$ cat src/common/isa_pkg.sv
package isa_pkg;

   // Primary opcode field, bits 31:26 of the instruction word
   typedef enum logic [5:0] {
      OP_RTYPE = 6'h00,
      OP_J     = 6'h02,
      OP_BEQ   = 6'h04,
      OP_ADDI  = 6'h08
   } opcode_t;

   // Function field of register-format instructions
   typedef enum logic [5:0] {
      FN_MULT = 6'h18,
      FN_ADD  = 6'h20,
      FN_SUB  = 6'h22,
      FN_AND  = 6'h24,
      FN_OR   = 6'h25,
      FN_SLT  = 6'h2a
   } funct_t;

   // Operation carried to the integer station
   typedef enum logic [2:0] {
      ALU_ADD,
      ALU_SUB,
      ALU_AND,
      ALU_OR,
      ALU_SLT,
      ALU_BEQ
   } alu_op_t;

   // Register format view; immediate and jump fields are slices of the same word
   typedef struct packed {
      opcode_t    opcode;
      logic [4:0] rs;
      logic [4:0] rt;
      logic [4:0] rd;
      logic [4:0] shamt;
      funct_t     funct;
   } inst_t;

endpackage

$ cat src/common/tomasulo_pkg.sv
package tomasulo_pkg;

   localparam int TAG_W = 4;

   typedef logic [TAG_W-1:0] tag_t;

   // A source operand is either a value or the tag of its producer
   typedef struct packed {
      logic [31:0] value;
      tag_t        tag;
      logic        ready;
   } operand_t;

   typedef struct packed {
      isa_pkg::alu_op_t alu_op;
      tag_t             dest;
      operand_t         rs;
      operand_t         rt;
   } issue_t;

   typedef struct packed {
      logic        valid;
      tag_t        tag;
      logic [31:0] data;
      logic        is_branch;
      logic        taken;
   } cdb_t;

   // Picks up a broadcast value for an operand still waiting on that tag
   function automatic operand_t snoop(input operand_t op, input cdb_t bus);
      operand_t res;
      res = op;
      if (!op.ready && bus.valid && bus.tag == op.tag) begin
         res.value = bus.data;
         res.ready = 1'b1;
      end
      return res;
   endfunction

endpackage

$ cat src/hw/alu_station.sv
`timescale 1ns/1ps

module alu_station (
   input  logic                 clk,
   input  logic                 arst_n,
   input  tomasulo_pkg::issue_t issue,
   input  logic                 issue_en,
   output logic                 free,
   input  tomasulo_pkg::cdb_t   cdb,
   output logic                 req,
   input  logic                 gnt,
   output tomasulo_pkg::cdb_t   result
);
   import isa_pkg::*;
   import tomasulo_pkg::*;

   typedef enum logic [1:0] {ST_IDLE, ST_WAIT, ST_REQ} state_t;

   state_t      state;
   issue_t      entry;
   logic [31:0] alu_out;

   always_comb begin
      case (entry.alu_op)
         ALU_ADD: alu_out = entry.rs.value + entry.rt.value;
         ALU_SUB: alu_out = entry.rs.value - entry.rt.value;
         ALU_AND: alu_out = entry.rs.value & entry.rt.value;
         ALU_OR:  alu_out = entry.rs.value | entry.rt.value;
         ALU_SLT: alu_out = ($signed(entry.rs.value) < $signed(entry.rt.value)) ? 32'd1 : 32'd0;
         default: alu_out = '0;
      endcase
   end

   always_ff @(posedge clk or negedge arst_n) begin
      if (!arst_n) begin
         state <= ST_IDLE;
      end else begin
         case (state)
            ST_IDLE: if (issue_en) state <= ST_WAIT;
            ST_WAIT: if (entry.rs.ready && entry.rt.ready) state <= ST_REQ;
            ST_REQ:  if (gnt) state <= ST_IDLE;
            default: state <= ST_IDLE;
         endcase
      end
   end

   always_ff @(posedge clk) begin
      if (issue_en) begin
         entry <= issue;
      end else if (state == ST_WAIT) begin
         entry.rs <= snoop(entry.rs, cdb);
         entry.rt <= snoop(entry.rt, cdb);
      end
   end

   assign free = state == ST_IDLE;
   assign req  = state == ST_REQ;

   // The entry is frozen while requesting, so the candidate holds until granted
   always_comb begin
      result.valid     = req;
      result.tag       = entry.dest;
      result.data      = alu_out;
      result.is_branch = entry.alu_op == ALU_BEQ;
      result.taken     = entry.alu_op == ALU_BEQ && entry.rs.value == entry.rt.value;
   end

endmodule

$ cat config.mk
export PLATFORM = sky130hd
export DESIGN_NAME = alu_station
export DESIGN_NICKNAME = d
export VERILOG_FILES = /design/src/common/isa_pkg.sv /design/src/common/tomasulo_pkg.sv /design/src/hw/alu_station.sv
export SDC_FILE = /design/constraint.sdc
export NUM_CORES = 1
export LEC_CHECK = 0
export CAP_MARGIN = 10
export CORE_MARGIN = 3
export CORE_UTILIZATION = 30
export DETAILED_ROUTE_END_ITERATION = 8
export DONT_BUFFER_PORTS = 1
export PLACE_DENSITY = 0.47
export SLEW_MARGIN = 30
export SYNTH_ARGS = -nofsm -noshare
export SYNTH_HDL_FRONTEND = slang
export SYNTH_SLANG_ARGS = --single-unit
$ cat constraint.sdc
create_clock -name clk -period 6.3 [get_ports clk]
set_input_delay 0.63 -clock clk [delete_from_list [all_inputs] [get_ports clk]]
set_output_delay 0.63 -clock clk [all_outputs]
set_load 0.1 [all_outputs]
==> flow_summary.yaml <==
detailed_routing:
  drc_errors: 0
  drtIter0Drc: 353
  wirelength_um: 23000
  ant_nets: 0
  vias: 6817
  wl_per_cell_um: 17.5
  viasPerCell: 5.18
  drt_pre_antenna_iters: 5
run_status:
  status: "complete, no violations"
logic_synthesis:
  yosysTopAreaCellShare_pct: 30.1
  synthArstFlopShare_pct: 2.41
  yosys_most_used_dff: "edfxtp_1"
  synth_top_area_cell: "edfxtp_1"
  yosysUniqueCellTypes: 80
  syn-num-nets: 1202
  syn_area_um2: 8090
  synth_warnings: 0
  synth.most_common_cell: "nand2_1"
  avgSynthCellArea_um2: 8.26
  synth_edf_count: 81
  yosys_register_bits: 83
  synth_commonest_cells: "nand2_1 (172), ha_1 (96), inv_1 (96)"
  synth.top_cells.by_area: "edfxtp_1 (30%), ha_1 (15%), nand2_1 (8.0%)"
  netlist_instances: 980
  seq_area_frac_synth_pct: 30.7
pwr:
  finalPower_mw: 2.29
  leakage_nw: 3.97
  max-vdd-ir-drop_uv: 103
  powerDensity_nw_per_um2: 252
clocking:
  postCtsSetupRepairBufs: 0
  clk_pin_slew_ns: 0.06
  root_buffer: "clkbuf_16"
  cts_buffer_depth: 2
  cts_sinks: 83
  cts_buffers: 9
  cts_resized: 0
  insertion_delay_ns: 0.36
  cts_tree: "done"
  htreeDepth: 3
place:
  post-place-ws_ns: 2.09
  gp_congestion: 0.902
  post-place-cells: 1298
  io_buffers: 0
  dp_hpwl_um: 17700
critical_path:
  critPathSlowestCell: "nand2_1"
  worstPathArrival_ns: 4.00
  cp-start-kind: "register"
  timing.critical_path.required_ns: 5.67
  slowest_delay_ns: 0.75
  path_cells: "ha_1, fa_1, o21bai_1, o211ai_1, a21oi_1, a41oi_1, o21ai_0, a21oi_1, o21ai_0, mux2i_1, nand2_1"
  crit_fanout: 3
  end_kind: "primary output"
  worstSetupPathType: "reg2out"
sta:
  worst_pin_slew_ns: 1.01
  min_period_ns: 4.63
  maxSlewHeadroom_pct: 32.8
  drv_slew: 0
  setup_violations: 0
  rsz0062_at_grt: "no"
  fmax_mhz: 216
  finalWorstSetupSlack_ns: 1.67
  worst_clock_skew_ns: 0.0125
  hold_viol_final: 0
  fin_crit_sh_pct: 73.5
  tns_ns: 0
die:
  die_x_um: 170
  die_height_um: 170
  start_util_pct: 30.8
  die_area_um2: 29000
  rows: 59
  fp.coreArea_um2: 26300
  io_pins: 165
global_routing:
  antenna_found_initial: 1
  grt_pass1_vias: 6555
  grt_max_degree: 125
  grt_pass1_wl_um: 35400
  grt.overflow.total: 0
  grt_usage_pct: 15.4
layout:
  nets: 1197
  area_growth_pct: 12.4
  num_antenna_cells: 0
  fin_cells: 1315
  layout-drive-gt1-share_pct: 10.9
worst_hold_path:
  hold_path_class: "in2reg"
flow_run:
  maxCapViolations: 0
kinds of logic (layout without fill, tap and decap cells):
family	after synthesis	in the layout	share of synthesized area (%)
AND/OR/NAND/NOR	370	370	21.1
AO/OA/AOI/OAI	241	241	21.3
buffers and inverters	150	150	7.44
adder cells (fa/ha/maj)	98	98	15.3
flip-flops	83	83	30.7
XOR/XNOR	31	31	3.35
multiplexers	7	7	0.866
path summary, 6_finish.rpt:
kind / depth (start not counted) / startpoint / slack [ns] / end
max reg2reg: 4 / state[0] / 4.06 / entry[58]
min reg2reg: 1 / entry[37] / 0.51 / state[0]
max: 11 / entry[5] / 1.67 / result[20]
max in group asynchronous: 1 / arst_n / 5.66 / state[0]
min: 0 / issue[74] / 0.38 / result[34]
min in group asynchronous: 1 / arst_n / 0.51 / state[1]
flip-flops by register name, summed over array words and instances, names as in the netlist:
name,count
entry,77
result,4
state,2
final cells by class:
class,count,area (um2)
tap,335,419
inverter,97,364
multi-input combinational,747,5220
sequential,83,2480
clock inverter,4,33.8
clock buffer,12,256
timing repair buffer,37,320
fill,2781,17200
critical path, delay by kind of cell (launching register included):
family	cells	cell delay, ns
AO/OA/AOI/OAI	7	1.68
AND/OR/NAND/NOR	1	0.75
adder cells (fa/ha/maj)	2	0.67
flip-flops	1	0.42
multiplexers	1	0.14
per-stage QoR:
step           utilization, %  instance area [um2]  hold WS [ns]
2_1_floorplan               -                 8100         0.334
3_3_place_gp             33.4                 8780         0.334
3_5_place_dp             33.5                 8800         0.334
4_1_cts                  34.6                 9100         0.365
5_1_grt                  34.6                 9100         0.355
6_report                 34.6                 9100         0.376
what timing repair did:
item                                    CTS  global route
endpoints found under the setup margin    0             0
hold endpoints to repair                  2             0
hold buffers                              1             0
report_power, final:
group	internal (mW)	total [mW]	switching, mW
Combinational	0.294	1.04	0.742
Sequential	0.660	0.715	0.0552
Clock	0.293	0.538	0.244
Total	1.25	2.29	1.04
layer usage:
metal | GRT usage (%) | vias up | part of all wire, %
met5 | 0 | - | 0.087
met4 | 3.35 | 2 | 1.2
met3 | 3.30 | 16 | 5.0
met2 | 25.0 | 196 | 46
met1 | 21.2 | 3180 | 48
li1 | - | 3423 | -
placed cells by master (no fill, tap or decap), drive strengths merged, types with 20 or more instances in the layout:
cell and instances:
nor3 20, nand2b 42, ha 96, nor2 70
nand2 172, buf 36, edfxtp 81, o21ai 33
o221ai 24, a21oi 68, inv 99, xnor2 20
Power figures use the tool's default switching activity.
