==> src/common/isa_pkg.sv <==
package isa_pkg;

   // Primary opcode field, bits 31:26 of the instruction word
   typedef enum logic [5:0] {
      OP_RTYPE = 6'h00,
      OP_J     = 6'h02,
      OP_BEQ   = 6'h04,
      OP_ADDI  = 6'h08
   } opcode_t;

   // Function field of register-format instructions
   typedef enum logic [5:0] {
      FN_MULT = 6'h18,
      FN_ADD  = 6'h20,
      FN_SUB  = 6'h22,
      FN_AND  = 6'h24,
      FN_OR   = 6'h25,
      FN_SLT  = 6'h2a
   } funct_t;

   // Operation carried to the integer station
   typedef enum logic [2:0] {
      ALU_ADD,
      ALU_SUB,
      ALU_AND,
      ALU_OR,
      ALU_SLT,
      ALU_BEQ
   } alu_op_t;

   // Register format view; immediate and jump fields are slices of the same word
   typedef struct packed {
      opcode_t    opcode;
      logic [4:0] rs;
      logic [4:0] rt;
      logic [4:0] rd;
      logic [4:0] shamt;
      funct_t     funct;
   } inst_t;

endpackage

==> src/common/tomasulo_pkg.sv <==
package tomasulo_pkg;

   localparam int TAG_W = 4;

   typedef logic [TAG_W-1:0] tag_t;

   // A source operand is either a value or the tag of its producer
   typedef struct packed {
      logic [31:0] value;
      tag_t        tag;
      logic        ready;
   } operand_t;

   typedef struct packed {
      isa_pkg::alu_op_t alu_op;
      tag_t             dest;
      operand_t         rs;
      operand_t         rt;
   } issue_t;

   typedef struct packed {
      logic        valid;
      tag_t        tag;
      logic [31:0] data;
      logic        is_branch;
      logic        taken;
   } cdb_t;

   // Picks up a broadcast value for an operand still waiting on that tag
   function automatic operand_t snoop(input operand_t op, input cdb_t bus);
      operand_t res;
      res = op;
      if (!op.ready && bus.valid && bus.tag == op.tag) begin
         res.value = bus.data;
         res.ready = 1'b1;
      end
      return res;
   endfunction

endpackage

==> src/hw/cdb_arbiter.sv <==
`timescale 1ns/1ps

module cdb_arbiter (
   input  logic               clk,
   input  logic               arst_n,
   input  logic               req_alu,
   input  logic               req_mult,
   output logic               gnt_alu,
   output logic               gnt_mult,
   input  tomasulo_pkg::cdb_t result_alu,
   input  tomasulo_pkg::cdb_t result_mult,
   output tomasulo_pkg::cdb_t cdb
);
   typedef enum logic {WIN_ALU, WIN_MULT} winner_t;

   winner_t last;

   // On a tie the station that did not win last time goes first
   assign gnt_alu  = req_alu && (!req_mult || last == WIN_MULT);
   assign gnt_mult = req_mult && !gnt_alu;

   always_comb begin
      if (gnt_alu) begin
         cdb = result_alu;
      end else if (gnt_mult) begin
         cdb = result_mult;
      end else begin
         cdb = '0;
      end
   end

   always_ff @(posedge clk or negedge arst_n) begin
      if (!arst_n) begin
         last <= WIN_MULT;
      end else if (gnt_alu) begin
         last <= WIN_ALU;
      end else if (gnt_mult) begin
         last <= WIN_MULT;
      end
   end

endmodule

==> config.mk <==
export PLATFORM = sky130hd
export DESIGN_NAME = cdb_arbiter
export DESIGN_NICKNAME = d
export VERILOG_FILES = /design/src/common/isa_pkg.sv /design/src/common/tomasulo_pkg.sv /design/src/hw/cdb_arbiter.sv
export SDC_FILE = /design/constraint.sdc
export NUM_CORES = 1
export LEC_CHECK = 0
export BUFFER_PORTS_ARGS = -buffer_cell sky130_fd_sc_hd__buf_2
export CAP_MARGIN = 10
export CORE_MARGIN = 1
export CORE_UTILIZATION = 25
export CTS_CLUSTER_DIAMETER = 100
export DETAILED_ROUTE_END_ITERATION = 6
export GPL_TIMING_DRIVEN = 0
export HOLD_SLACK_MARGIN = 0.15
export PLACE_DENSITY = 0.8
export SYNTH_ARGS = -nofsm -noshare
export SYNTH_HDL_FRONTEND = slang
export SYNTH_SLANG_ARGS = --single-unit
==> constraint.sdc <==
create_clock -name clk -period 1.5 [get_ports clk]
set_input_delay 0.15 -clock clk [delete_from_list [all_inputs] [get_ports clk]]
set_output_delay 0.15 -clock clk [all_outputs]
set_load 0.05 [all_outputs]
==> results by group, run 1 <==
Route
  – Drc violations: 0
  – WL final: between 2000 and 3000 um
  – Vias: around 1100
  – Final ANT Viol Nets: 0
  – Vias per std cell: between 5 and 6
  – Total iterations of the first detailed-routing run: 4
  – Drt initial violations: 17
  – Drt wl/cell: around 14 um

Place
  – Final HPWL DP: around 2300 um
  – PortBufs: about 120
  – Pre-CTS setup slack: 0.0277 ns
  – Dpl cells: roughly 210
  – RePlAce Congestion: between 0.7 and 0.8

Global routing
  – First-pass GRT wire length: around 4100 um
  – Grt total ovfl: 0
  – Vias in the first global route: 997
  – Initial antenna violation count: 0
  – Largest net degree at the start of global routing: 11
  – Total GRT Usage: 0.187

Synthesis
  – Post-synthesis sequential area ratio: 0.0417
  – Synth area leaders: a32o_2, buf_6, dfstp_2
  – EDFF count, synth: 0
  – Yosys top cell by area: a32o_2
  – Most common cell in the netlist: a32o_2
  – Yosys reg bits: 1
  – Yosys warning count: 0
  – Unique masters post-synth: 10
  – Post-synth top cells: a32o_2, buf_6, buf_2
  – Synth top area share: 0.696
  – Synth Cell Area: roughly 630 um2
  – Syn Inst Count: 58
  – Prevailing post-synth register cell: dfstp_2
  – Post-Syn Nets: 140
  – Async SR Flop Fraction: 1.00
  – Avg Inst Size Synth: between 10 and 15 um2

Cells and area
  – Area growth syn-to-layout: 107%
  – Register area: between 20 and 30 um2
  – NumNets Final: approximately 260
  – Multi-input logic area: between 400 and 500 um2
  – Share of cells above drive strength 1: 0.978
  – Biggest regs: last (1)
  – Max FFs per register: 1
  – Diodes inserted: 0
  – Final Util: 0.569
  – Top reg by flops: last
  – FILL cells: ~220
  – Layout Cells excl Fill: roughly 210

Clocking
  – Clock slew at reported path FFs: 0 ns
  – Clk_lat worst skew: 0 ns

Timing
  – RSZ-0062 raised after global routing: false
  – Final period util: 0.972
  – Final setup viols: 0
  – Final min period: about 1.5 ns
  – Skew final: 0 ns
  – Final worst slack: 0.0426 ns
  – Fin. max-slew vios: 0
  – Tightest Pin Transition: between 0.2 and 0.3 ns
  – Total negative slack: 0 ns
  – Hold Vio Cnt, Final: 0
  – Slew HR: 0.828
  – F_max: ~690 MHz

Worst hold path
  – Class of the worst hold path: in2reg

Run
  – Max-Cap Viols: 0

Floorplan
  – Initial core utilization: 0.275
  – Die width: 52.2 um
  – Top-level I/O count: between 100 and 150
  – Core box area: 2300 um2
  – Die area: 2730 um2
  – Rows: 17
  – Die H: between 50 and 60 um

Critical path
  – Max incr delay on CP: between 0.5 and 0.6 ns
  – Critical path arrival: 1.31 ns
  – Delay-heaviest family, CP: flip-flops
  – Worst Path Max Fanout: 10
  – Setup CP Type: reg2out
  – Worst path cell trace: nand2b_4 > clkbuf_8 > a32o_2 > buf_2
  – CP Capture Type: output pin
  – CP required: around 1.4 ns
  – Slowest-stage cell, CP: dfstp_2
  – CP startpoint kind: flip-flop
  – CP bufs+invs: 2

Run status
  – Outcome: finished clean

Pwr
  – Total power: ~0.00094 W
  – LEAKAGE: a little under 0.9 nW
  – Peak supply drop: 0.000422 V
  – Power per Cell Area: between 700 and 800 nW/um2
==> repair_timing <==
action / CTS / global route
buffers inserted: 0 / 0
resized for setup: 0 / 10
hold buffers: 1 / 0
endpoints found under the setup margin: 0 / 10
hold endpoints to repair: 1 / 0
==> metrics by stage <==
stage,hold slack [ns],cell area (um2)
final,0.438,1310
after global routing,0.456,1310
after CTS,0.440,1280
after detailed placement,0.0947,1270
after global placement,0.0839,1270
after floorplan,0.00216,631
==> final timing paths <==
check	startpoint	endpoint	slack, ns	depth (start not counted)
hold reg to reg	last$_DFFE_PN1P_	last$_DFFE_PN1P_	0.52	2
setup / recovery	last$_DFFE_PN1P_	cdb[13]	0.04	4
hold / removal	req_mult	last$_DFFE_PN1P_	0.44	3
max in group asynchronous	arst_n	last$_DFFE_PN1P_	0.85	2
setup reg to reg	last$_DFFE_PN1P_	last$_DFFE_PN1P_	0.70	2
min in group asynchronous	arst_n	last$_DFFE_PN1P_	0.62	2
==> layout by cell type, fill, tap and decap left out, drive strengths merged <==
cell	n
buf	123
a32o	39
clkbuf	11
a21boi	1
nand2b	1
and2	1
nor2	1
a21oi	1
dlygate4sd3	1
dfstp	1
==> worst register-to-register path, delay by kind of cell, from the launching register on <==
kind / cells / cell delay, ns
and+or+nand+nor: 1 / 0.05
DFF: 1 / 0.55
AOI/OAI and AO/OA: 1 / 0.12
==> final cells by class <==
type / instances / share of cell area
repair buffers: 122 / 0.490
multi-input cells: 44 / 0.373
plain buffers: 13 / 0.0900
well taps: 28 / 0.0268
flip-flops and latches: 1 / 0.0201
==> report_power, final <==
part           internal [W]  leakage (nW)  switching [W]
clock network             0             0              0
logic              0.000320         0.862       0.000582
registers         0.0000346        0.0105     0.00000608
total              0.000355         0.872       0.000588
==> routing by layer <==
layer | global-route usage | part of all wire
met4 | 0.0219 | 0.0084
met1 | 0.190 | 0.36
met2 | 0.391 | 0.52
met5 | 0 | 0
met3 | 0.0377 | 0.12
==> logic make-up (layout without fill, tap and decap cells) <==
group	count (synthesis)	in the layout	share of synthesized area
AO/OA/AOI/OAI	41	41	0.734
buffers and inverters	13	135	0.187
AND/OR/NAND/NOR	3	3	0.0377
flip-flops	1	1	0.0417
Power figures use the tool's default switching activity.
==> run 2: changes to the inputs <==
==> config.mk (replaced) <==
export PLATFORM = sky130hd
export DESIGN_NAME = cdb_arbiter
export DESIGN_NICKNAME = d
export VERILOG_FILES = /design/src/common/isa_pkg.sv /design/src/common/tomasulo_pkg.sv /design/src/hw/cdb_arbiter.sv
export SDC_FILE = /design/constraint.sdc
export NUM_CORES = 1
export LEC_CHECK = 0
export CAP_MARGIN = 10
export CORE_AREA = 2 2 48 50
export CTS_CLUSTER_DIAMETER = 100
export DETAILED_ROUTE_END_ITERATION = 6
export DIE_AREA = 0 0 50 52
export DONT_BUFFER_PORTS = 1
export GPL_TIMING_DRIVEN = 0
export HOLD_SLACK_MARGIN = 0.15
export SYNTH_ARGS = -nofsm -noshare
export SYNTH_HDL_FRONTEND = slang
export SYNTH_SLANG_ARGS = --single-unit
==> results by group, run 2 (same netlist as run 1, synthesis figures left out) <==
Floorplan
  – Rows: 17 (unchanged)
  – Die width: 50 um (-4.3%)
  – Core box area: 2110 um2 (-8.3%)
  – Die area: 2600 um2 (-4.7%)
  – Top-level I/O count: 123 (unchanged)
  – Initial core utilization: 0.299 (+0.0250)
  – Die H: 52 um (-0.43%)

Timing
  – Slew HR: 0.788 (-0.0402)
  – Final min period: 1.43 ns (-0.0285 ns)
  – F_max: 700 MHz (+2.0%)
  – Final worst slack: 0.0711 ns (+0.0285 ns)
  – Final period util: 0.953 (-0.0190)
  – Hold WS: 0.293 ns (-0.145 ns)
  – Hold Vio Cnt, Final: 0 (unchanged)
  – RSZ-0062 raised after global routing: false
  – Tightest Pin Transition: 0.319 ns (+0.0590 ns)
  – Total negative slack: 0 ns (unchanged)
  – Final setup viols: 0 (unchanged)
  – Fin. max-slew vios: 0 (unchanged)
  – Skew final: 0 ns (unchanged)

Global routing
  – Grt total ovfl: 0 (unchanged)
  – Largest net degree at the start of global routing: 11 (unchanged)
  – Total GRT Usage: 0.127 (-0.0598)
  – Vias in the first global route: 563 (-44%)
  – First-pass GRT wire length: 2650 um (-35%)
  – Initial antenna violation count: 0 (unchanged)

Worst hold path
  – Min-delay src: req_mult
  – Worst min-delay path endpoint: last$_DFFE_PN1P_
  – Class of the worst hold path: in2reg
  – Hold Crit Depth: 2 (-1)

Critical path
  – CP Capture Type: output pin
  – R2R Path End: last$_DFFE_PN1P_
  – CP bufs+invs: 1 (-1)
  – R2R Path Start: last$_DFFE_PN1P_
  – Critical path arrival: 1.28 ns (-0.03 ns)
  – Slowest-stage cell, CP: dfstp_2
  – Max incr delay on CP: 0.55 ns (about the same)
  – CP startpoint kind: flip-flop
  – Delay-heaviest family, CP: flip-flops
  – Worst reg2reg path depth: 2 (unchanged)
  – Worst Path Max Fanout: 10 (unchanged)
  – Reg-to-reg slack, setup: 0.72 ns (+0.02 ns)
  – CP required: 1.35 ns (about the same)
  – Setup CP Type: reg2out
  – Worst path cell trace: nand2b_4 > clkbuf_8 > a32o_2

Pwr
  – LEAKAGE: 0.373 nW (-57%)
  – Gate power share: 0.946 (-0.011)
  – P_int: 0.000209 W (-41%)
  – Clock power share: 0 (unchanged)
  – Switching share of total power: 0.720 (+0.0957)
  – Power per Cell Area: 1100 nW/um2 (+53%)
  – Peak supply drop: 0.000394 V (-6.8%)
  – NetSw: 0.000538 W (-8.6%)
  – Sequential power share: 0.054 (+0.011)

Clocking
  – Post-CTS setup buffer count: 0 (unchanged)
  – Clock slew at reported path FFs: 0 ns (unchanged)
  – Clk_lat worst skew: 0 ns (unchanged)

Place
  – RePlAce Congestion: 0.783 (+7.6%)
  – Final HPWL DP: 1800 um (-23%)
  – PortBufs: 0 (-100%)
  – Pre-CTS setup slack: 0.0185 ns (-0.00915 ns)
  – Dpl cells: 86 (-58%)

Route
  – Final ANT Viol Nets: 0 (unchanged)
  – Vias: 643 (-41%)
  – Vias per std cell: 7.39 (+41%)
  – Drt initial violations: 15 (-2)
  – Drc violations: 0 (unchanged)
  – Total iterations of the first detailed-routing run: 4 (unchanged)
  – Drt wl/cell: 23.8 um (+72%)
  – WL final: 2070 um (-28%)

Cells and area
  – Diodes inserted: 0 (unchanged)
  – Commonest non-fill, non-tap cell in the layout: a32o_2
  – NumNets Final: 143 (-46%)
  – Final Util: 0.321 (-0.247)
  – Biggest regs: last (1)
  – Area growth syn-to-layout: 7.34%
  – Top reg by flops: last
  – FILL cells: 218 (unchanged)
  – Share of cells above drive strength 1: 0.949 (-0.0286)
  – Layout Cells excl Fill: 87 (-58%)
  – Most frequent cells in the layout: a32o_2, buf_6, buf_2
  – Max FFs per register: 1 (unchanged)

Run
  – Max-Cap Viols: 0 (unchanged)

Run status
  – Outcome: finished clean
## run 2: changes by cell type in the layout (fill, tap and decap cells not counted)
cell      change
and2_2        +1
and2_1        -1
clkbuf_4     -10
buf_2       -111
## run 2: timing repair
action | 4_1_cts | 5_1_grt
hold buffers | 1 | 0
gates resized for setup | 0 | 1
endpoints found under the hold margin | 1 | 0
endpoints found under the setup margin | 0 | 1
## run 2: worst register-to-register path, delay by kind of cell (launching register included)
kind / cells / cell delay (ns)
and+or+nand+nor: 1 / 0.05
DFF: 1 / 0.55
AOI/OAI and AO/OA: 1 / 0.11
## run 2: worst max-delay path by stage
stage | startpoint | end | slack [ns] | depth (start not counted)
floorplan | last$_DFFE_PN1P_ | gnt_alu | 0.1 | 3
global placement | last$_DFFE_PN1P_ | gnt_alu | 0.03 | 3
detailed placement | last$_DFFE_PN1P_ | gnt_alu | 0.02 | 3
CTS | last$_DFFE_PN1P_ | gnt_alu | 0.02 | 3
global route | last$_DFFE_PN1P_ | cdb[16] | 0.02 | 3
finish | last$_DFFE_PN1P_ | cdb[17] | 0.07 | 3
## run 2: final cells by class
type	count	area (um2)	area share
multi-input combinational	44	488	0.721
tap	28	35.0	0.0518
buffer	13	118	0.174
sequential	1	26.3	0.0388
timing repair buffer	1	10.0	0.0148
## run 2: through the flow
stage               instance area, um2  power (W)
floorplan                          631   0.000709
global placement                   666   0.000742
detailed placement                 666   0.000746
CTS                                676   0.000751
global route                       677   0.000772
finish                             677   0.000747
## run 2: power by group through the flow
stage / Sequential [W] / Combinational (W) / Clock (W)
6_report: 0.0000405 / 0.000707 / 0
5_1_grt: 0.0000418 / 0.000730 / 0
4_1_cts: 0.0000405 / 0.000710 / 0
3_5_place_dp: 0.0000407 / 0.000705 / 0
3_3_place_gp: 0.0000403 / 0.000702 / 0
2_1_floorplan: 0.0000397 / 0.000669 / 0
## run 2: per-layer routing
layer,global-route usage,share of wire
met1,0.141,0.36
met4,0,0
met2,0.270,0.54
met3,0.0115,0.10
met5,0,0
