### config.mk
export PLATFORM = sky130hd
export DESIGN_NAME = mult_station
export DESIGN_NICKNAME = d
export VERILOG_FILES = /design/src/common/isa_pkg.sv /design/src/common/tomasulo_pkg.sv /design/src/hw/mult_station.sv
export SDC_FILE = /design/constraint.sdc
export NUM_CORES = 1
export LEC_CHECK = 0
export CAP_MARGIN = 25
export CORE_ASPECT_RATIO = 1.25
export CORE_MARGIN = 2
export CORE_UTILIZATION = 45
export CTS_CLUSTER_DIAMETER = 60
export DETAILED_ROUTE_END_ITERATION = 7
export DONT_BUFFER_PORTS = 1
export GPL_TIMING_DRIVEN = 0
export PLACE_DENSITY_LB_ADDON = 0.1
export SLEW_MARGIN = 5
export SYNTH_ARGS = -nofsm -noshare
export SYNTH_HDL_FRONTEND = slang
export SYNTH_SLANG_ARGS = --single-unit
### constraint.sdc
create_clock -name clk -period 8.65 [get_ports clk]
set_clock_uncertainty 0.05 [all_clocks]
set_input_delay 0 -clock clk [delete_from_list [all_inputs] [get_ports clk]]
set_output_delay 0 -clock clk [all_outputs]
set_load 0.03 [all_outputs]
### src/common/isa_pkg.sv
package isa_pkg;

   // Primary opcode field, bits 31:26 of the instruction word
   typedef enum logic [5:0] {
      OP_RTYPE = 6'h00,
      OP_J     = 6'h02,
      OP_BEQ   = 6'h04,
      OP_ADDI  = 6'h08
   } opcode_t;

   // Function field of register-format instructions
   typedef enum logic [5:0] {
      FN_MULT = 6'h18,
      FN_ADD  = 6'h20,
      FN_SUB  = 6'h22,
      FN_AND  = 6'h24,
      FN_OR   = 6'h25,
      FN_SLT  = 6'h2a
   } funct_t;

   // Operation carried to the integer station
   typedef enum logic [2:0] {
      ALU_ADD,
      ALU_SUB,
      ALU_AND,
      ALU_OR,
      ALU_SLT,
      ALU_BEQ
   } alu_op_t;

   // Register format view; immediate and jump fields are slices of the same word
   typedef struct packed {
      opcode_t    opcode;
      logic [4:0] rs;
      logic [4:0] rt;
      logic [4:0] rd;
      logic [4:0] shamt;
      funct_t     funct;
   } inst_t;

endpackage

### src/common/tomasulo_pkg.sv
package tomasulo_pkg;

   localparam int TAG_W = 4;

   typedef logic [TAG_W-1:0] tag_t;

   // A source operand is either a value or the tag of its producer
   typedef struct packed {
      logic [31:0] value;
      tag_t        tag;
      logic        ready;
   } operand_t;

   typedef struct packed {
      isa_pkg::alu_op_t alu_op;
      tag_t             dest;
      operand_t         rs;
      operand_t         rt;
   } issue_t;

   typedef struct packed {
      logic        valid;
      tag_t        tag;
      logic [31:0] data;
      logic        is_branch;
      logic        taken;
   } cdb_t;

   // Picks up a broadcast value for an operand still waiting on that tag
   function automatic operand_t snoop(input operand_t op, input cdb_t bus);
      operand_t res;
      res = op;
      if (!op.ready && bus.valid && bus.tag == op.tag) begin
         res.value = bus.data;
         res.ready = 1'b1;
      end
      return res;
   endfunction

endpackage

### src/hw/mult_station.sv
`timescale 1ns/1ps

module mult_station (
   input  logic                 clk,
   input  logic                 arst_n,
   input  tomasulo_pkg::issue_t issue,
   input  logic                 issue_en,
   output logic                 free,
   input  tomasulo_pkg::cdb_t   cdb,
   output logic                 req,
   input  logic                 gnt,
   output tomasulo_pkg::cdb_t   result
);
   import tomasulo_pkg::*;

   typedef enum logic [1:0] {ST_IDLE, ST_WAIT, ST_PIPE, ST_REQ} state_t;

   state_t      state;
   issue_t      entry;
   logic [31:0] prod_s1;
   logic [31:0] prod_s2;

   always_ff @(posedge clk or negedge arst_n) begin
      if (!arst_n) begin
         state <= ST_IDLE;
      end else begin
         case (state)
            ST_IDLE: if (issue_en) state <= ST_WAIT;
            ST_WAIT: if (entry.rs.ready && entry.rt.ready) state <= ST_PIPE;
            ST_PIPE: state <= ST_REQ;
            ST_REQ:  if (gnt) state <= ST_IDLE;
            default: state <= ST_IDLE;
         endcase
      end
   end

   // Low half of the product only, split over two register stages
   always_ff @(posedge clk) begin
      if (issue_en) begin
         entry <= issue;
      end else if (state == ST_WAIT) begin
         entry.rs <= snoop(entry.rs, cdb);
         entry.rt <= snoop(entry.rt, cdb);
      end
      if (state == ST_WAIT) begin
         prod_s1 <= entry.rs.value * entry.rt.value;
      end
      if (state == ST_PIPE) begin
         prod_s2 <= prod_s1;
      end
   end

   assign free = state == ST_IDLE;
   assign req  = state == ST_REQ;

   always_comb begin
      result.valid     = req;
      result.tag       = entry.dest;
      result.data      = prod_s2;
      result.is_branch = 1'b0;
      result.taken     = 1'b0;
   end

endmodule

==> results of run 1 <==
layer usage:
metal	share of wire	up-vias
li1	-	6626
met1	0.39	7502
met2	0.50	481
met3	0.055	143
met4	0.055	0
met5	0	-
cells in the mapped netlist, drive strengths merged (6+ instances only):
library cell / n
buf: 11
inv: 385
edfxtp: 142
o21bai: 8
xnor2: 73
xor2: 17
ha: 127
and2: 366
nand3: 6
clkbuf: 90
o21ai: 15
nor2: 19
a21o: 9
a211oi: 6
fa: 408
a21oi: 26
nand2: 340
worst paths after layout:
path                       slack (ps)         from  cells after the start          end
setup / recovery                  560    entry[46]                     26  prod_s1[29]
hold / removal                     50      cdb[36]                      4    entry[14]
setup reg to reg                  560    entry[46]                     26  prod_s1[29]
hold reg to reg                   350  prod_s1[28]                      0  prod_s2[28]
max in group asynchronous        8160       arst_n                      2     state[1]
min in group asynchronous         260       arst_n                      2     state[0]
registers in the layout, summed over array words and instances (netlist names):
name	flops
state	2
prod_s1	32
entry	74
result	4
prod_s2	32
cell type report:
class / count / area [sq um] / area share
multi-input cells: 1467 / 15040 / 0.6200
flip-flops and latches: 144 / 4314 / 0.1778
repair buffers: 163 / 1643 / 0.06772
inverters: 386 / 1449 / 0.05972
well taps: 630 / 788.3 / 0.03249
clock buffers: 17 / 425.4 / 0.01753
plain buffers: 101 / 409.1 / 0.01686
clock inverters: 15 / 191.4 / 0.007891
critical path: stages, from the launching register on:
cell and delay [ps]:
edfxtp_1 850, clkbuf_1 820, and2_1 260, fa_1 400, inv_1 70, fa_1 150
inv_1 50, fa_1 480, inv_1 50, fa_1 470, inv_1 50, fa_1 500
inv_1 50, fa_1 540, inv_1 50, fa_1 380, fa_1 420, ha_1 290
clkbuf_2 160, a21oi_1 340, nor2_1 80, o21a_1 170, o211ai_1 210, nand2_1 170
o41ai_4 400, nor3_1 90, a211o_1 230
what timing repair did:
action,4_1_cts,5_1_grt
resized for setup,0,0
endpoints found under the hold margin,98,0
hold buffers,150,0
through the flow:
stage / hold WS [ps] / setup WS, ps / area, sq um / cells / util
6_report: 52.33 / 559.3 / 24260 / 2923 / 0.5234
5_1_grt: 47.55 / 218.1 / 24260 / 2923 / 0.5234
4_1_cts: 29.74 / 573.0 / 24260 / 2923 / 0.5234
3_5_place_dp: -345.5 / 567.0 / 22140 / 2741 / 0.4777
3_3_place_gp: -345.5 / 648.9 / 21980 / 2728 / 0.4742
2_1_floorplan: -345.6 / 1792 / 21190 / 2098 / -
kinds of logic after synthesis:
family	Yosys count	synth area share
AOI/OAI and AO/OA	92	0.03271
xor gates and xnor gates	90	0.03720
adders and majority gates	535	0.4605
buffers and inverters	487	0.08769
DFF	144	0.2036
other	1	0.0001770
and+or+nand+nor	748	0.1782
==> summary.md, run 1 <==
| Metric | Value |
|---|---|
| Status | `completed` |
| # diodes | `0` |
| Critical path type | `reg2reg` |
| RSZ-0062 raised after global routing | `false` |
| DRT Pass-1 Iters | `5` |
| Clock Tree Buf Depth | `2` |
| Top cells by area, synth | `fa_1 39%, edfxtp_1 20%, and2_1 11%` |
| Die width | `198.1 um` |
| Commonest non-fill, non-tap cells in the layout | `408 x fa_1, 385 x inv_1, 366 x and2_1, 340 x nand2_1, 150 x dlygate4sd3_1` |
| Worst Path Required | `8820 ps` |
| CTS tree | `built` |
| Placer Congestion | `0.9489` |
| Seq/Total Area, Yosys | `0.2036` |
| Endpoints failing setup | `0` |
| DRC viols | `0` |
| Async S/R FF share, synth | `0.01389` |
| Routed WL per cell | `21.80 um` |
| Crit path DAT | `8260 ps` |
| Yosys reg bits | `144` |
| Most Used Layer, Global Route | `met2` |
| Io pins | `165` |
| Worst setup EP type | `flop` |
| Worst hold path class | `in2reg` |
| Clock latency on the worst-skew pair | `470 ps` |
| Sink Count | `144` |
| Clk slew on worst S/H paths | `70 ps` |
| Die height | `246.6 um` |
| Routing usage on met3 | `0.05120` |
| Core Region | `46350 sq um` |
| Synth area leader | `fa_1` |
| Buffers on Ports | `0` |
| Total number of vias | `14750` |
| Post-DRT Antenna Nets | `0` |
| Post-Route WL | `63710 um` |
| Shortest period the worst path allows | `8091 ps` |
| Initial Utilization | `0.4571` |
| Number of global-route vias before repair | `16670` |
| Worst slew margin | `0.2891` |
| Largest fanout on the critical path | `10` |
| Post-Syn Instances | `2097` |
| GR Util met2 | `0.4872` |
| Fill count | `4111` |
| Grt ovf | `0` |
| Period utilisation layout | `0.9353` |
| Layout cell share with drive strength beyond 1 | `0.03271` |
| Synth Cell Area | `21190 sq um` |
| Met1 Track Usage GR | `0.3274` |
| Distinct cell type count after synthesis | `54` |
| Row count | `88` |
| Max Transition Viols Final | `0` |
| First-pass GRT wire length | `98190 um` |
| FMAX | `123.6 MHz` |
| Largest net degree at the start of global routing | `33` |
| Die area | `48850 sq um` |
| Syn avg cell area | `10.10 sq um` |
| Max-Cap Viols | `0` |
| Post-detail-place hpwl | `51300 um` |
| CTS H-Tree Depth | `4` |
| Dominant synthesized flop cell | `edfxtp_1` |
| CP startpoint kind | `flop` |
| Postcts setup bufs | `0` |
| P&R area growth vs syn | `14.50%` |
| Initial antenna violation count | `3` |
| Worst-Margin Slew | `1066 ps` |
| Final-report hold violation count | `0` |
| Root buf cell | `clkbuf_16` |
| GRT Util Overall | `0.2794` |
| Most common cell after layout, fill and taps aside | `fa_1` |
| Yosys warnings | `0` |
| First DRT Iteration DRCs | `798` |
| Setup TNS | `0 ps` |
| Inserted Clock Buffers | `17` |
| Number of synthesized flops with an enable pin | `142` |
| Fin nets | `2939` |
| Vias per cell | `5.047` |
| Share of the synthesized area in the top cell type | `0.3855` |
Power of run 1 is not shown: default switching activity piles up to over one toggle a cycle in this logic, so the estimate is an artifact.
==> inputs of run 2 (changes only) <==
ABC_AREA = 1   (was default)
==> run 2 against run 1 <==
Die area is 5.1% higher. Flip-flop and latch count stayed put. Worst hold slack improved by 58 ps. Utilization decreased by 1.1 points. Critical endpoint is now prod_s1[31].
==> summary.md, run 2 <==
| Metric | Value |
|---|---|
| Seq/Total Area, Yosys | `0.1936` |
| Largest net degree at the start of global routing | `34` |
| Cell total after placement | `3362` |
| Status | `completed` |
| Most common cell after layout, fill and taps aside | `nand2_1` |
| GRT Util Overall | `0.2892` |
| Largest registers | `entry: 74 flops, prod_s1: 32 flops, prod_s2: 32 flops` |
| Worst Path Required | `8810 ps` |
| CTS H-Tree Depth | `4` |
| Count leader, synth | `nand2_1` |
| Share of the synthesized area in the top cell type | `0.3665` |
| Core Region | `49190 sq um` |
| Total number of vias | `17250` |
| Die width | `203.0 um` |
| CTS tree | `built` |
| Yosys warnings | `0` |
| Clock latency on the worst-skew pair | `460 ps` |
| Synth Cell Area | `22290 sq um` |
| Post-DRT Antenna Nets | `0` |
| Post-detail-place hpwl | `56790 um` |
| Root buf cell | `clkbuf_16` |
| Worst-Margin Slew | `1172 ps` |
| Synth area leader | `fa_1` |
| Post-Syn Instances | `2705` |
| Max Transition Viols Final | `0` |
| Number of global-route vias before repair | `18770` |
| Largest fanout on the critical path | `10` |
| Commonest non-fill, non-tap cells in the layout | `856 x nand2_1, 815 x inv_1, 408 x fa_1, 144 x dlygate4sd3_1, 142 x edfxtp_1` |
| Top cells by area, synth | `fa_1 37%, edfxtp_1 19%, nand2_1 14%` |
| Dominant synthesized flop cell | `edfxtp_1` |
| DP Area | `23190 sq um` |
| Fin nets | `3534` |
| CP startpoint kind | `flop` |
| Yosys reg bits | `144` |
| Inserted Clock Buffers | `17` |
| Hold slack | `110.8 ps` |
| Critical path type | `reg2reg` |
| Setup TNS | `0 ps` |
| Die height | `252.8 um` |
| Grt ovf | `0` |
| Routed WL per cell | `19.78 um` |
| Shortest period the worst path allows | `8241 ps` |
| Final-report hold violation count | `0` |
| Vias per cell | `4.873` |
| Post-Route WL | `70010 um` |
| Row count | `91` |
| Postcts setup bufs | `0` |
| RSZ-0062 raised after global routing | `false` |
| DRC viols | `0` |
| Synth top cells by count | `857 x nand2_1, 815 x inv_1, 408 x fa_1, 142 x edfxtp_1, 127 x ha_1` |
| Placer Congestion | `0.9640` |
| Buffers on Ports | `0` |
| Largest Register | `entry` |
| First DRT Iteration DRCs | `920` |
| Die area | `51330 sq um` |
| Initial antenna violation count | `0` |
| Io pins | `165` |
| Clock Tree Buf Depth | `2` |
| Async S/R FF share, synth | `0.01389` |
| Sink Count | `144` |
| Worst hold path class | `in2reg` |
| Max-Cap Viols | `0` |
| Distinct cell type count after synthesis | `42` |
| FMAX | `121.4 MHz` |
| P&R area growth vs syn | `13.17%` |
| Finished Layout Cells | `3539` |
| Number of synthesized flops with an enable pin | `142` |
| Worst setup EP type | `flop` |
| # diodes | `0` |
| Design Area, Final | `25220 sq um` |
| First-pass GRT wire length | `108000 um` |
| Crit path DAT | `8400 ps` |
| Period utilisation layout | `0.9527` |
| Initial Utilization | `0.4531` |
| Syn avg cell area | `8.238 sq um` |
| Worst slew margin | `0.2186` |
| Layout cell share with drive strength beyond 1 | `0.03497` |
| Endpoints failing setup | `0` |
| Largest register FFs | `74` |
| DRT Pass-1 Iters | `8` |
| Clk slew on worst S/H paths | `70 ps` |
## run 2: changes by cell type after synthesis, moves of 8 or more
cell	before	now
clkbuf_1	89	80
nand2_2	0	12
inv_1	385	815
nand2_1	340	857
and2_1	366	0
nand3_1	6	50
inv_2	0	8
a21oi_1	20	35
buf_2	2	16
buf_4	7	16
xnor2_1	73	19
## run 2: per-layer routing
metal	GRT usage	vias to the layer above	share of wire
met5	0	-	0
met4	0.1627	0	0.064
met3	0.04376	147	0.050
met2	0.5214	573	0.51
met1	0.3267	8544	0.38
li1	-	7983	-
## run 2: kinds of logic after synthesis
group | share of synthesized area
AOI/OAI and AO/OA | 0.01853
xor gates and xnor gates | 0.01724
adders and majority gates | 0.4378
buffers and inverters | 0.1636
DFF | 0.1936
other | 0.0001683
and+or+nand+nor | 0.1691
## run 2: worst max-delay path: stages (launching register included)
cell and delay (ps):
edfxtp_1 370, clkbuf_1 500, buf_1 530, nand2_1 160, fa_1 550, fa_1 460, fa_1 580, fa_1 600
inv_1 60, fa_1 500, inv_1 50, fa_1 570, fa_1 460, fa_1 500, inv_1 40, ha_1 350
a21oi_1 280, o21ai_0 210, a21oi_1 230, nand3_1 270, nand2_1 140, o211ai_1 140, a21oi_1 200, inv_1 60
nand3_1 80, nand2_1 60
## run 2: worst paths after layout
| check | endpoint | cells after the start | slack, ps | from |
|---|---|---|---|---|
| max reg2reg | prod_s1[31] | 25 | 410 | entry[8] |
| max in group asynchronous | state[0] | 2 | 8140 | arst_n |
| min | result[35] | 1 | 110 | issue[75] |
| min reg2reg | prod_s2[1] | 0 | 370 | prod_s1[1] |
| max | prod_s1[31] | 25 | 410 | entry[8] |
| min in group asynchronous | state[1] | 2 | 270 | arst_n |
## run 2: cell type report
class | instances | area, sq um
fill | 4701 | 23970
multi-input combinational | 1614 | 14340
sequential | 144 | 4314
inverter | 826 | 3100
timing repair buffer | 150 | 1536
tap | 651 | 814.5
buffer | 122 | 546.8
clock buffer | 20 | 456.7
clock inverter | 12 | 112.6
## run 2: repair_timing
action / CTS / global route
endpoints found under the setup margin: 0 / 1
endpoints found under the hold margin: 94 / 0
hold buffers: 144 / 0
resized for setup: 0 / 1
## run 2: per-stage QoR
step	utilization	worst slack (ps)
2_1_floorplan	-	2056
3_3_place_gp	0.4697	388.0
3_5_place_dp	0.4715	341.2
4_1_cts	0.5124	319.0
5_1_grt	0.5127	43.70
6_report	0.5127	409.5
Power of run 2 is left out for the same reason.
